### config.mk
export PLATFORM = sky130hd
export DESIGN_NAME = memfy
export DESIGN_NICKNAME = d
export VERILOG_FILES = /design/src/hw/memfy_pkg.sv /design/src/hw/memfy_req_if.sv /design/src/hw/memfy_issue.sv /design/src/hw/memfy_axi_ctrl.sv /design/src/hw/memfy_load_lane.sv /design/src/hw/memfy.sv
export SDC_FILE = /design/constraint.sdc
export NUM_CORES = 1
export LEC_CHECK = 0
export BUFFER_PORTS_ARGS = -buffer_cell sky130_fd_sc_hd__buf_2
export CAP_MARGIN = 10
export CORE_MARGIN = 3
export CORE_UTILIZATION = 54
export DETAILED_ROUTE_END_ITERATION = 10
export HOLD_SLACK_MARGIN = 0.03
export PLACE_DENSITY = 0.95
export SLEW_MARGIN = 20
export SYNTH_ARGS = -nofsm -noshare
export SYNTH_HDL_FRONTEND = slang
export SYNTH_SLANG_ARGS = --single-unit
export TNS_END_PERCENT = 50
### constraint.sdc
create_clock -name aclk -period 8.83 [get_ports aclk]
set_input_delay 2.2075 -clock aclk [delete_from_list [all_inputs] [get_ports aclk]]
set_output_delay 2.2075 -clock aclk [all_outputs]
set_load 0.05 [all_outputs]
### src/hw/memfy_pkg.sv
//////////////////////////////////////////////////
// Load/store unit shared definitions
// Widths, RV32 encodings and control state
//////////////////////////////////////////////////

package memfy_pkg;

    //////////////////////////////////////////////////
    // Widths
    //////////////////////////////////////////////////

    // Data and address width
    localparam int xlen       = 32;
    // One strobe per byte lane
    localparam int strb_w     = 4;
    localparam int reg_addr_w = 5;
    localparam int imm_w      = 12;
    // Byte offset inside a word
    localparam int off_w      = 2;
    localparam int funct3_w   = 3;
    localparam int opc_w      = 7;

    // Vector types
    typedef logic [xlen-1:0]       word_t;
    typedef logic [strb_w-1:0]     strb_t;
    typedef logic [reg_addr_w-1:0] reg_addr_t;
    typedef logic [off_w-1:0]      offset_t;
    typedef logic [funct3_w-1:0]   funct3_t;
    // Raw instruction word
    typedef logic [xlen-1:0]       inst_t;

    //////////////////////////////////////////////////
    // RV32 encodings
    //////////////////////////////////////////////////

    // Major opcodes
    localparam logic [opc_w-1:0] opc_load  = 7'b0000011;
    localparam logic [opc_w-1:0] opc_store = 7'b0100011;

    // Access width, shared by loads and stores
    localparam funct3_t f3_b  = 3'd0;
    localparam funct3_t f3_h  = 3'd1;
    localparam funct3_t f3_w  = 3'd2;
    // Unsigned loads only
    localparam funct3_t f3_bu = 3'd4;
    localparam funct3_t f3_hu = 3'd5;

    // Field positions inside inst_t
    localparam int opc_lsb      = 0;
    localparam int rd_lsb       = 7;
    localparam int f3_lsb       = 12;
    localparam int rs1_lsb      = 15;
    localparam int rs2_lsb      = 20;
    // I-type immediate is one piece
    localparam int imm_i_lsb    = 20;
    // S-type immediate, upper piece first
    localparam int imm_s_hi_lsb = 25;
    localparam int imm_s_hi_w   = 7;
    localparam int imm_s_lo_lsb = 7;
    localparam int imm_s_lo_w   = 5;

    //////////////////////////////////////////////////
    // Control state
    //////////////////////////////////////////////////

    // Idle, load in flight, store in flight
    typedef enum logic [1:0] {
        st_idle,
        st_load,
        st_store
    } ctrl_state_t;

endpackage

### src/hw/memfy_req_if.sv
//////////////////////////////////////////////////
// Captured access handed from issue to AXI side
//////////////////////////////////////////////////

`timescale 1ns/1ps

interface memfy_req_if;

    // Single cycle, instruction taken
    logic                  start;
    logic                  is_load;
    // Byte address and its low bits
    memfy_pkg::word_t      addr;
    memfy_pkg::offset_t    offset;
    memfy_pkg::funct3_t    funct3;
    memfy_pkg::reg_addr_t  rd;
    // Lane-aligned store payload
    memfy_pkg::word_t      wdata;
    memfy_pkg::strb_t      wstrb;
    // High while no access is in flight
    logic                  idle;

    modport issue (output start, is_load, addr, offset, funct3, rd, wdata, wstrb,
                   input  idle);

    modport ctrl  (input  start, is_load, addr, offset, funct3, wdata, wstrb,
                   output idle);

    // Load writeback only needs the format and target
    modport lane  (input  is_load, offset, funct3, rd, idle);

endinterface

### src/hw/memfy_issue.sv
//////////////////////////////////////////////////
// Load/store issue: decode, address and store lanes
//////////////////////////////////////////////////

`timescale 1ns/1ps

module memfy_issue (
    input  logic                  aclk,
    input  logic                  aresetn,
    input  logic                  memfy_valid,
    input  memfy_pkg::inst_t      memfy_instbus,
    output memfy_pkg::reg_addr_t  memfy_rs1_addr,
    output memfy_pkg::reg_addr_t  memfy_rs2_addr,
    input  memfy_pkg::word_t      memfy_rs1_val,
    input  memfy_pkg::word_t      memfy_rs2_val,
    memfy_req_if.issue            req
);

    logic [memfy_pkg::opc_w-1:0]  opcode;
    logic [memfy_pkg::imm_w-1:0]  imm;
    logic                         is_load;
    logic                         is_store;
    memfy_pkg::funct3_t           funct3;
    memfy_pkg::word_t             addr;
    memfy_pkg::offset_t           offset;
    memfy_pkg::word_t             wdata;
    memfy_pkg::strb_t             wmask;

    //////////////////////////////////////////////////
    // Instruction fields
    //////////////////////////////////////////////////

    assign opcode   = memfy_instbus[memfy_pkg::opc_lsb +: memfy_pkg::opc_w];
    assign funct3   = memfy_instbus[memfy_pkg::f3_lsb +: memfy_pkg::funct3_w];
    assign is_load  = (opcode == memfy_pkg::opc_load);
    assign is_store = (opcode == memfy_pkg::opc_store);

    // Register file reads go out straight from the bus
    assign memfy_rs1_addr = memfy_instbus[memfy_pkg::rs1_lsb +: memfy_pkg::reg_addr_w];
    assign memfy_rs2_addr = memfy_instbus[memfy_pkg::rs2_lsb +: memfy_pkg::reg_addr_w];

    // S-type splits the immediate around rd
    assign imm = is_store ?
        {memfy_instbus[memfy_pkg::imm_s_hi_lsb +: memfy_pkg::imm_s_hi_w],
         memfy_instbus[memfy_pkg::imm_s_lo_lsb +: memfy_pkg::imm_s_lo_w]} :
        memfy_instbus[memfy_pkg::imm_i_lsb +: memfy_pkg::imm_w];

    // Base plus sign-extended offset
    assign addr = memfy_rs1_val +
                  {{(memfy_pkg::xlen - memfy_pkg::imm_w){imm[memfy_pkg::imm_w-1]}}, imm};
    assign offset = addr[1:0];

    //////////////////////////////////////////////////
    // Store lanes
    //////////////////////////////////////////////////

    // Rotate rs2 left so byte 0 lands on the addressed lane
    always_comb begin
        case (offset)
            2'd1:    wdata = {memfy_rs2_val[23:0], memfy_rs2_val[31:24]};
            2'd2:    wdata = {memfy_rs2_val[15:0], memfy_rs2_val[31:16]};
            2'd3:    wdata = {memfy_rs2_val[7:0],  memfy_rs2_val[31:8]};
            default: wdata = memfy_rs2_val;
        endcase
    end

    // Width mask before it is moved to the offset
    always_comb begin
        case (funct3)
            memfy_pkg::f3_b: wmask = 4'b0001;
            memfy_pkg::f3_h: wmask = 4'b0011;
            default:         wmask = 4'b1111;
        endcase
    end

    //////////////////////////////////////////////////
    // Capture on acceptance
    //////////////////////////////////////////////////

    // Taken when the unit is idle, fields follow on the same edge
    assign req.start = memfy_valid & req.idle;

    always_ff @(posedge aclk or negedge aresetn) begin
        if (!aresetn) begin
            req.is_load <= 1'b0;
        end else if (req.start) begin
            req.is_load <= is_load;
        end
    end

    // Payload held until the next instruction
    always_ff @(posedge aclk) begin
        if (req.start) begin
            req.addr   <= addr;
            req.offset <= offset;
            req.funct3 <= funct3;
            req.rd     <= memfy_instbus[memfy_pkg::rd_lsb +: memfy_pkg::reg_addr_w];
            req.wdata  <= wdata;
            // Natural alignment keeps the shifted mask inside the word
            req.wstrb  <= wmask << offset;
        end
    end

endmodule

### src/hw/memfy_axi_ctrl.sv
//////////////////////////////////////////////////
// AXI4-lite request control for one load or store
// Tracks channel handshakes and drives memfy_ready
//////////////////////////////////////////////////

`timescale 1ns/1ps

module memfy_axi_ctrl (
    input  logic              aclk,
    input  logic              aresetn,
    memfy_req_if.ctrl         req,
    output logic              memfy_ready,
    output logic              awvalid,
    output logic              wvalid,
    output logic              arvalid,
    output logic              rready,
    input  logic              awready,
    input  logic              wready,
    input  logic              arready,
    input  logic              rvalid,
    output memfy_pkg::word_t  awaddr,
    output memfy_pkg::word_t  araddr,
    output memfy_pkg::word_t  wdata,
    output memfy_pkg::strb_t  wstrb
);

    memfy_pkg::ctrl_state_t  state;
    // First cycle of an access, fields just captured
    logic                    launch;
    logic                    aw_done;
    logic                    w_done;
    logic                    ar_done;
    logic                    busy_load;
    logic                    busy_store;
    logic                    aw_hs;
    logic                    w_hs;
    logic                    ar_hs;
    logic                    r_hs;
    logic                    store_done;

    //////////////////////////////////////////////////
    // Channel requests
    //////////////////////////////////////////////////

    // Access kind is known from launch onwards
    assign busy_load  = (launch & req.is_load) | (state == memfy_pkg::st_load);
    assign busy_store = (launch & ~req.is_load) | (state == memfy_pkg::st_store);

    // Each valid drops once its handshake is recorded
    assign awvalid = busy_store & ~aw_done;
    assign wvalid  = busy_store & ~w_done;
    assign arvalid = busy_load & ~ar_done;
    // Read data accepted for the whole load
    assign rready  = busy_load;

    // Address and data come from the captured access
    assign awaddr = req.addr;
    assign araddr = req.addr;
    assign wdata  = req.wdata;
    assign wstrb  = req.wstrb;

    assign aw_hs = awvalid & awready;
    assign w_hs  = wvalid & wready;
    assign ar_hs = arvalid & arready;
    // R only counts once AR went through, this cycle or before
    assign r_hs  = rvalid & rready & (ar_done | ar_hs);

    // B channel is not waited for
    assign store_done = busy_store & (aw_done | aw_hs) & (w_done | w_hs);

    assign req.idle = memfy_ready;

    //////////////////////////////////////////////////
    // FSM
    //////////////////////////////////////////////////

    always_ff @(posedge aclk or negedge aresetn) begin
        if (!aresetn) begin
            state       <= memfy_pkg::st_idle;
            launch      <= 1'b0;
            memfy_ready <= 1'b0;
            aw_done     <= 1'b0;
            w_done      <= 1'b0;
            ar_done     <= 1'b0;
        end else begin
            launch <= req.start;
            if (req.start) begin
                // Instruction taken, busy from now on
                memfy_ready <= 1'b0;
                aw_done     <= 1'b0;
                w_done      <= 1'b0;
                ar_done     <= 1'b0;
            end else if (store_done || r_hs) begin
                // Access finished, ready again next cycle
                state       <= memfy_pkg::st_idle;
                memfy_ready <= 1'b1;
            end else begin
                if (launch) begin
                    state <= req.is_load ? memfy_pkg::st_load : memfy_pkg::st_store;
                end
                if (aw_hs) aw_done <= 1'b1;
                if (w_hs)  w_done  <= 1'b1;
                if (ar_hs) ar_done <= 1'b1;
                // Out of reset nothing is pending
                if (state == memfy_pkg::st_idle && !launch) begin
                    memfy_ready <= 1'b1;
                end
            end
        end
    end

endmodule

### src/hw/memfy_load_lane.sv
//////////////////////////////////////////////////
// Load data alignment, extension and rd writeback
//////////////////////////////////////////////////

`timescale 1ns/1ps

module memfy_load_lane (
    input  logic                  aclk,
    input  logic                  aresetn,
    memfy_req_if.lane             req,
    input  logic                  rvalid,
    input  logic                  rready,
    input  memfy_pkg::word_t      rdata,
    output logic                  memfy_rd_wr,
    output memfy_pkg::reg_addr_t  memfy_rd_addr,
    output memfy_pkg::word_t      memfy_rd_val
);

    memfy_pkg::word_t  aligned;
    memfy_pkg::word_t  extended;
    logic              r_load;

    // Bring the addressed byte down to bit 0
    always_comb begin
        case (req.offset)
            2'd1:    aligned = {rdata[7:0],  rdata[31:8]};
            2'd2:    aligned = {rdata[15:0], rdata[31:16]};
            2'd3:    aligned = {rdata[23:0], rdata[31:24]};
            default: aligned = rdata;
        endcase
    end

    // Keep the access width, then extend
    always_comb begin
        case (req.funct3)
            memfy_pkg::f3_b:  extended = {{24{aligned[7]}}, aligned[7:0]};
            memfy_pkg::f3_bu: extended = {24'd0, aligned[7:0]};
            memfy_pkg::f3_h:  extended = {{16{aligned[15]}}, aligned[15:0]};
            memfy_pkg::f3_hu: extended = {16'd0, aligned[15:0]};
            default:          extended = aligned;
        endcase
    end

    // R handshake while a load is in flight
    assign r_load = req.is_load & ~req.idle & rvalid & rready;

    //////////////////////////////////////////////////
    // Writeback
    //////////////////////////////////////////////////

    always_ff @(posedge aclk or negedge aresetn) begin
        if (!aresetn) begin
            memfy_rd_wr <= 1'b0;
        end else begin
            // One pulse, the unit goes idle on the same edge
            memfy_rd_wr <= r_load;
        end
    end

    always_ff @(posedge aclk) begin
        if (r_load) begin
            memfy_rd_val  <= extended;
            memfy_rd_addr <= req.rd;
        end
    end

endmodule

### src/hw/memfy.sv
//////////////////////////////////////////////////
// RV32 load/store unit top level
// Instruction handshake in, AXI4-lite access out
//////////////////////////////////////////////////

`timescale 1ns/1ps

module memfy (
    input  logic                  aclk,
    input  logic                  aresetn,
    // Instruction from the core
    input  logic                  memfy_valid,
    output logic                  memfy_ready,
    input  memfy_pkg::inst_t      memfy_instbus,
    // Register file reads
    output memfy_pkg::reg_addr_t  memfy_rs1_addr,
    input  memfy_pkg::word_t      memfy_rs1_val,
    output memfy_pkg::reg_addr_t  memfy_rs2_addr,
    input  memfy_pkg::word_t      memfy_rs2_val,
    // Register file write
    output logic                  memfy_rd_wr,
    output memfy_pkg::reg_addr_t  memfy_rd_addr,
    output memfy_pkg::word_t      memfy_rd_val,
    // AXI4-lite write address and data
    output logic                  awvalid,
    input  logic                  awready,
    output memfy_pkg::word_t      awaddr,
    output logic                  wvalid,
    input  logic                  wready,
    output memfy_pkg::word_t      wdata,
    output memfy_pkg::strb_t      wstrb,
    // AXI4-lite read address and data
    output logic                  arvalid,
    input  logic                  arready,
    output memfy_pkg::word_t      araddr,
    input  logic                  rvalid,
    output logic                  rready,
    input  memfy_pkg::word_t      rdata
);

    // Captured access shared by the three blocks
    memfy_req_if i_req ();

    // Decode and capture
    memfy_issue i_issue (
        .aclk           (aclk),
        .aresetn        (aresetn),
        .memfy_valid    (memfy_valid),
        .memfy_instbus  (memfy_instbus),
        .memfy_rs1_addr (memfy_rs1_addr),
        .memfy_rs2_addr (memfy_rs2_addr),
        .memfy_rs1_val  (memfy_rs1_val),
        .memfy_rs2_val  (memfy_rs2_val),
        .req            (i_req.issue)
    );

    // Bus requests and completion
    memfy_axi_ctrl i_axi_ctrl (
        .aclk        (aclk),
        .aresetn     (aresetn),
        .req         (i_req.ctrl),
        .memfy_ready (memfy_ready),
        .awvalid     (awvalid),
        .wvalid      (wvalid),
        .arvalid     (arvalid),
        .rready      (rready),
        .awready     (awready),
        .wready      (wready),
        .arready     (arready),
        .rvalid      (rvalid),
        .awaddr      (awaddr),
        .araddr      (araddr),
        .wdata       (wdata),
        .wstrb       (wstrb)
    );

    // Load result into rd
    memfy_load_lane i_load_lane (
        .aclk          (aclk),
        .aresetn       (aresetn),
        .req           (i_req.lane),
        .rvalid        (rvalid),
        .rready        (rready),
        .rdata         (rdata),
        .memfy_rd_wr   (memfy_rd_wr),
        .memfy_rd_addr (memfy_rd_addr),
        .memfy_rd_val  (memfy_rd_val)
    );

endmodule

==> metrics <==
Clock Root Buffer=clkbuf_16; gpl congestion=0.9531; DRC viols=0; Crit path required time=8.98 ns; Seq cells post-synth=122; kind of critical path=in2reg; post-CTS setup buffers=0; clock-pin slew on the worst setup and hold paths=0.05 ns; RR Startpoint=i_issue.req.offset[0]; crit path time final=5.234 ns; nets=1050; Leak=3.927 nW; Iter 0 DRT Violations=544; switching share of power=0.3966; Comb power frac=0.381; ant diodes=0; HP Class=reg2reg; vias per cell=6.039; worst-path fanout max=5; fin cells=1071; Core Util, Final=0.6983; vias in the first global route=6263; Boundary Pins=288; row cnt=42; final setup fails=0; Die Y=125.1 µm; RSZ-0062 raised after global routing=no; Slew @ Worst Pin=1.007 ns; Primary FF master, synth=edfxtp_1; Synth Cell Area=7656 µm²; Final Hold Fails=0; total number of vias=6468; DR WL met3=1.430 mm; dpl cells=1040; PostCTS Resize Cnt=0; Die W=125.1 µm; H-tree Lvls=4; fin area=9468 µm²; crit start category=input pin; setup TNS after final layout=0 ns; fillers=920; average cell area after synthesis=11.67 µm²; Slew HR=0.3288; die area=15640 µm²; TritonCTS clock tree=yes; All-Layer GR Usage=0.2635; clock power share=0.290; Max IR drop VDD=0.1512 mV; Starting Density=0.5647; Hold Path Stages=0; reg2reg setup slack=6.42 ns; DRT Pass-1 Iters=5; I/O Buffers=277; Max Slew Vio Count=0; Post-CTS Hold Buffers=0; Mapped Cells=656; Hold EP=i_load_lane.memfy_rd_addr[4]; Tcrit/Tclk final=0.5927; Routed WL per cell=19.81 µm; final total power=2.463 mW; total gr overflow=0; placed inst area=8864 µm²; Hold Path Origin=i_issue.req.rd[4]; maximum clock path buffer count=2; Post-synth EDFFs=113; Sequential Power Share=0.329; P&R area growth vs syn=23.66%; YS warnings=0; largest net degree at the start of global routing=66; Core Area=13560 µm²; Skew-Pair Late Insertion Delay=0.41 ns; Switch Pwr=0.9770 mW; syn_nets=823; Power Internal=1.486 mW; total wire length=21.22 mm; pwr dens=260.2 nW/µm²; routed length on met1=7.732 mm; worst r2r path cells=7; maxcap violations=0; routed wl met2=11.49 mm; HPWL after DPL=15.55 mm; ANT nets after route=0; layout cells sized above 1=0.4190; sequential area share after synthesis=0.4726; post-synth cell types=60; Num CTS Buffers=17; Arr. time, crit path=5.38 ns; top layer reached by signal wires=met4; asr flop ratio synth=0.07377; initial antenna violation count=0; Fmax=191.1 MHz; CTS sink count=122; Setup crit end kind=register; first-pass GRT wire length=32.80 mm; clk_skew=0.008608 ns; status=finished clean; worst reg2reg endpoint=i_load_lane.memfy_rd_val[18]
[registers in the layout (all words and copies together), names as in the netlist, 2 cells and up]
signal and cells:
i_axi_ctrl.state 2, i_issue.req.addr 31, i_issue.req.funct3 3, i_issue.req.rd 5
i_issue.req.wdata 32, i_issue.req.wstrb 4, i_load_lane.memfy_rd_addr 5, i_load_lane.memfy_rd_val 32
[power by group through the flow]
stage | Combinational (mW) | Clock (mW) | Sequential (mW)
after floorplan | 0.518 | 0 | 1.05
after global placement | 0.905 | 0 | 0.815
after detailed placement | 0.927 | 0 | 0.818
after CTS | 0.936 | 0.723 | 0.809
after global routing | 0.992 | 0.751 | 0.818
final | 0.938 | 0.715 | 0.810
[synthesized netlist by cell type, types with 3 or more instances]
master	number	share of area
edfxtp_1	113	0.44
a21oi_1	63	0.041
o21ai_0	60	0.039
nor2_1	57	0.028
buf_4	42	0.041
nand2_1	39	0.019
mux4_2	34	0.10
ha_1	31	0.051
xnor2_1	21	0.024
mux2_2	20	0.029
clkbuf_1	18	0.0088
mux2i_1	15	0.020
a211oi_1	13	0.013
buf_2	11	0.0072
inv_1	10	0.0049
a31oi_1	9	0.0074
dfrtp_1	9	0.029
xor2_1	8	0.0092
nand3_1	7	0.0046
o211ai_1	7	0.0069
a21o_1	6	0.0059
nand4_1	5	0.0041
o21bai_1	5	0.0049
o21a_1	4	0.0039
buf_1	3	0.0015
nor3_1	3	0.0020
o31ai_1	3	0.0029
[logic make-up (layout without fill, tap and decap cells)]
kind of cell	after synthesis	after routing	share of synthesized area
buffers and inverters	84	323	0.06357
xor gates and xnor gates	29	29	0.03318
and+or+nand+nor	126	126	0.07191
muxes	70	70	0.1505
adders and majority gates	32	32	0.05328
AOI/OAI and AO/OA	193	193	0.1549
DFF	122	122	0.4726
[cells in the final DEF, fill, tap and decap left out, drive strengths merged, types with 13 or more instances in the layout]
cell,instances
mux2i,15
ha,31
o21ai,62
mux2,21
nor2,57
a211oi,13
a21oi,63
mux4,34
clkbuf,17
buf,282
xnor2,21
edfxtp,113
nand2,39
[worst max path at each step]
| stage | start | to | slack [ns] |
|---|---|---|---|
| floorplan | rvalid | i_load_lane.memfy_rd_addr[0] | 2.39 |
| global placement | memfy_instbus[6] | i_issue.req.addr[26] | 3.45 |
| detailed placement | memfy_instbus[6] | i_issue.req.addr[26] | 3.29 |
| CTS | memfy_instbus[6] | i_issue.req.addr[26] | 3.63 |
| global route | memfy_instbus[6] | i_issue.req.addr[26] | 3.51 |
| finish | memfy_instbus[6] | i_issue.req.addr[26] | 3.60 |
[routing by layer]
layer	vias up	GRT usage
met5	-	0
met4	0	0.09885
met3	57	0.04179
met2	380	0.4894
met1	3084	0.3061
li1	2947	-
[critical path: stages]
cell	delay [ns]
buf_2	0.10
nor4_1	0.34
nand4_1	0.34
mux2_2	0.38
ha_2	0.20
fa_2	0.35
a21o_1	0.22
a31o_1	0.29
a211oi_1	0.35
o21ai_1	0.18
a31oi_1	0.29
xnor2_1	0.13
[per-stage QoR]
step / hold slack (ns) / setup slack [ns]
floorplan: 0.4003 / 2.386
global placement: 0.4022 / 3.449
detailed placement: 0.4160 / 3.287
CTS: 0.4285 / 3.630
global route: 0.4474 / 3.515
finish: 0.4300 / 3.596
[area by class of cell]
cell class | instances | area [µm²] | share of cell area
timing repair buffer | 282 | 1424 | 0.1504
tap | 176 | 220.2 | 0.02326
clock inverter | 14 | 178.9 | 0.01890
inverter | 10 | 38.79 | 0.004097
sequential | 122 | 3618 | 0.3822
multi-input combinational | 450 | 3562 | 0.3762
clock buffer | 17 | 425.4 | 0.04493
Note: power is estimated with default switching activity, not from simulation.
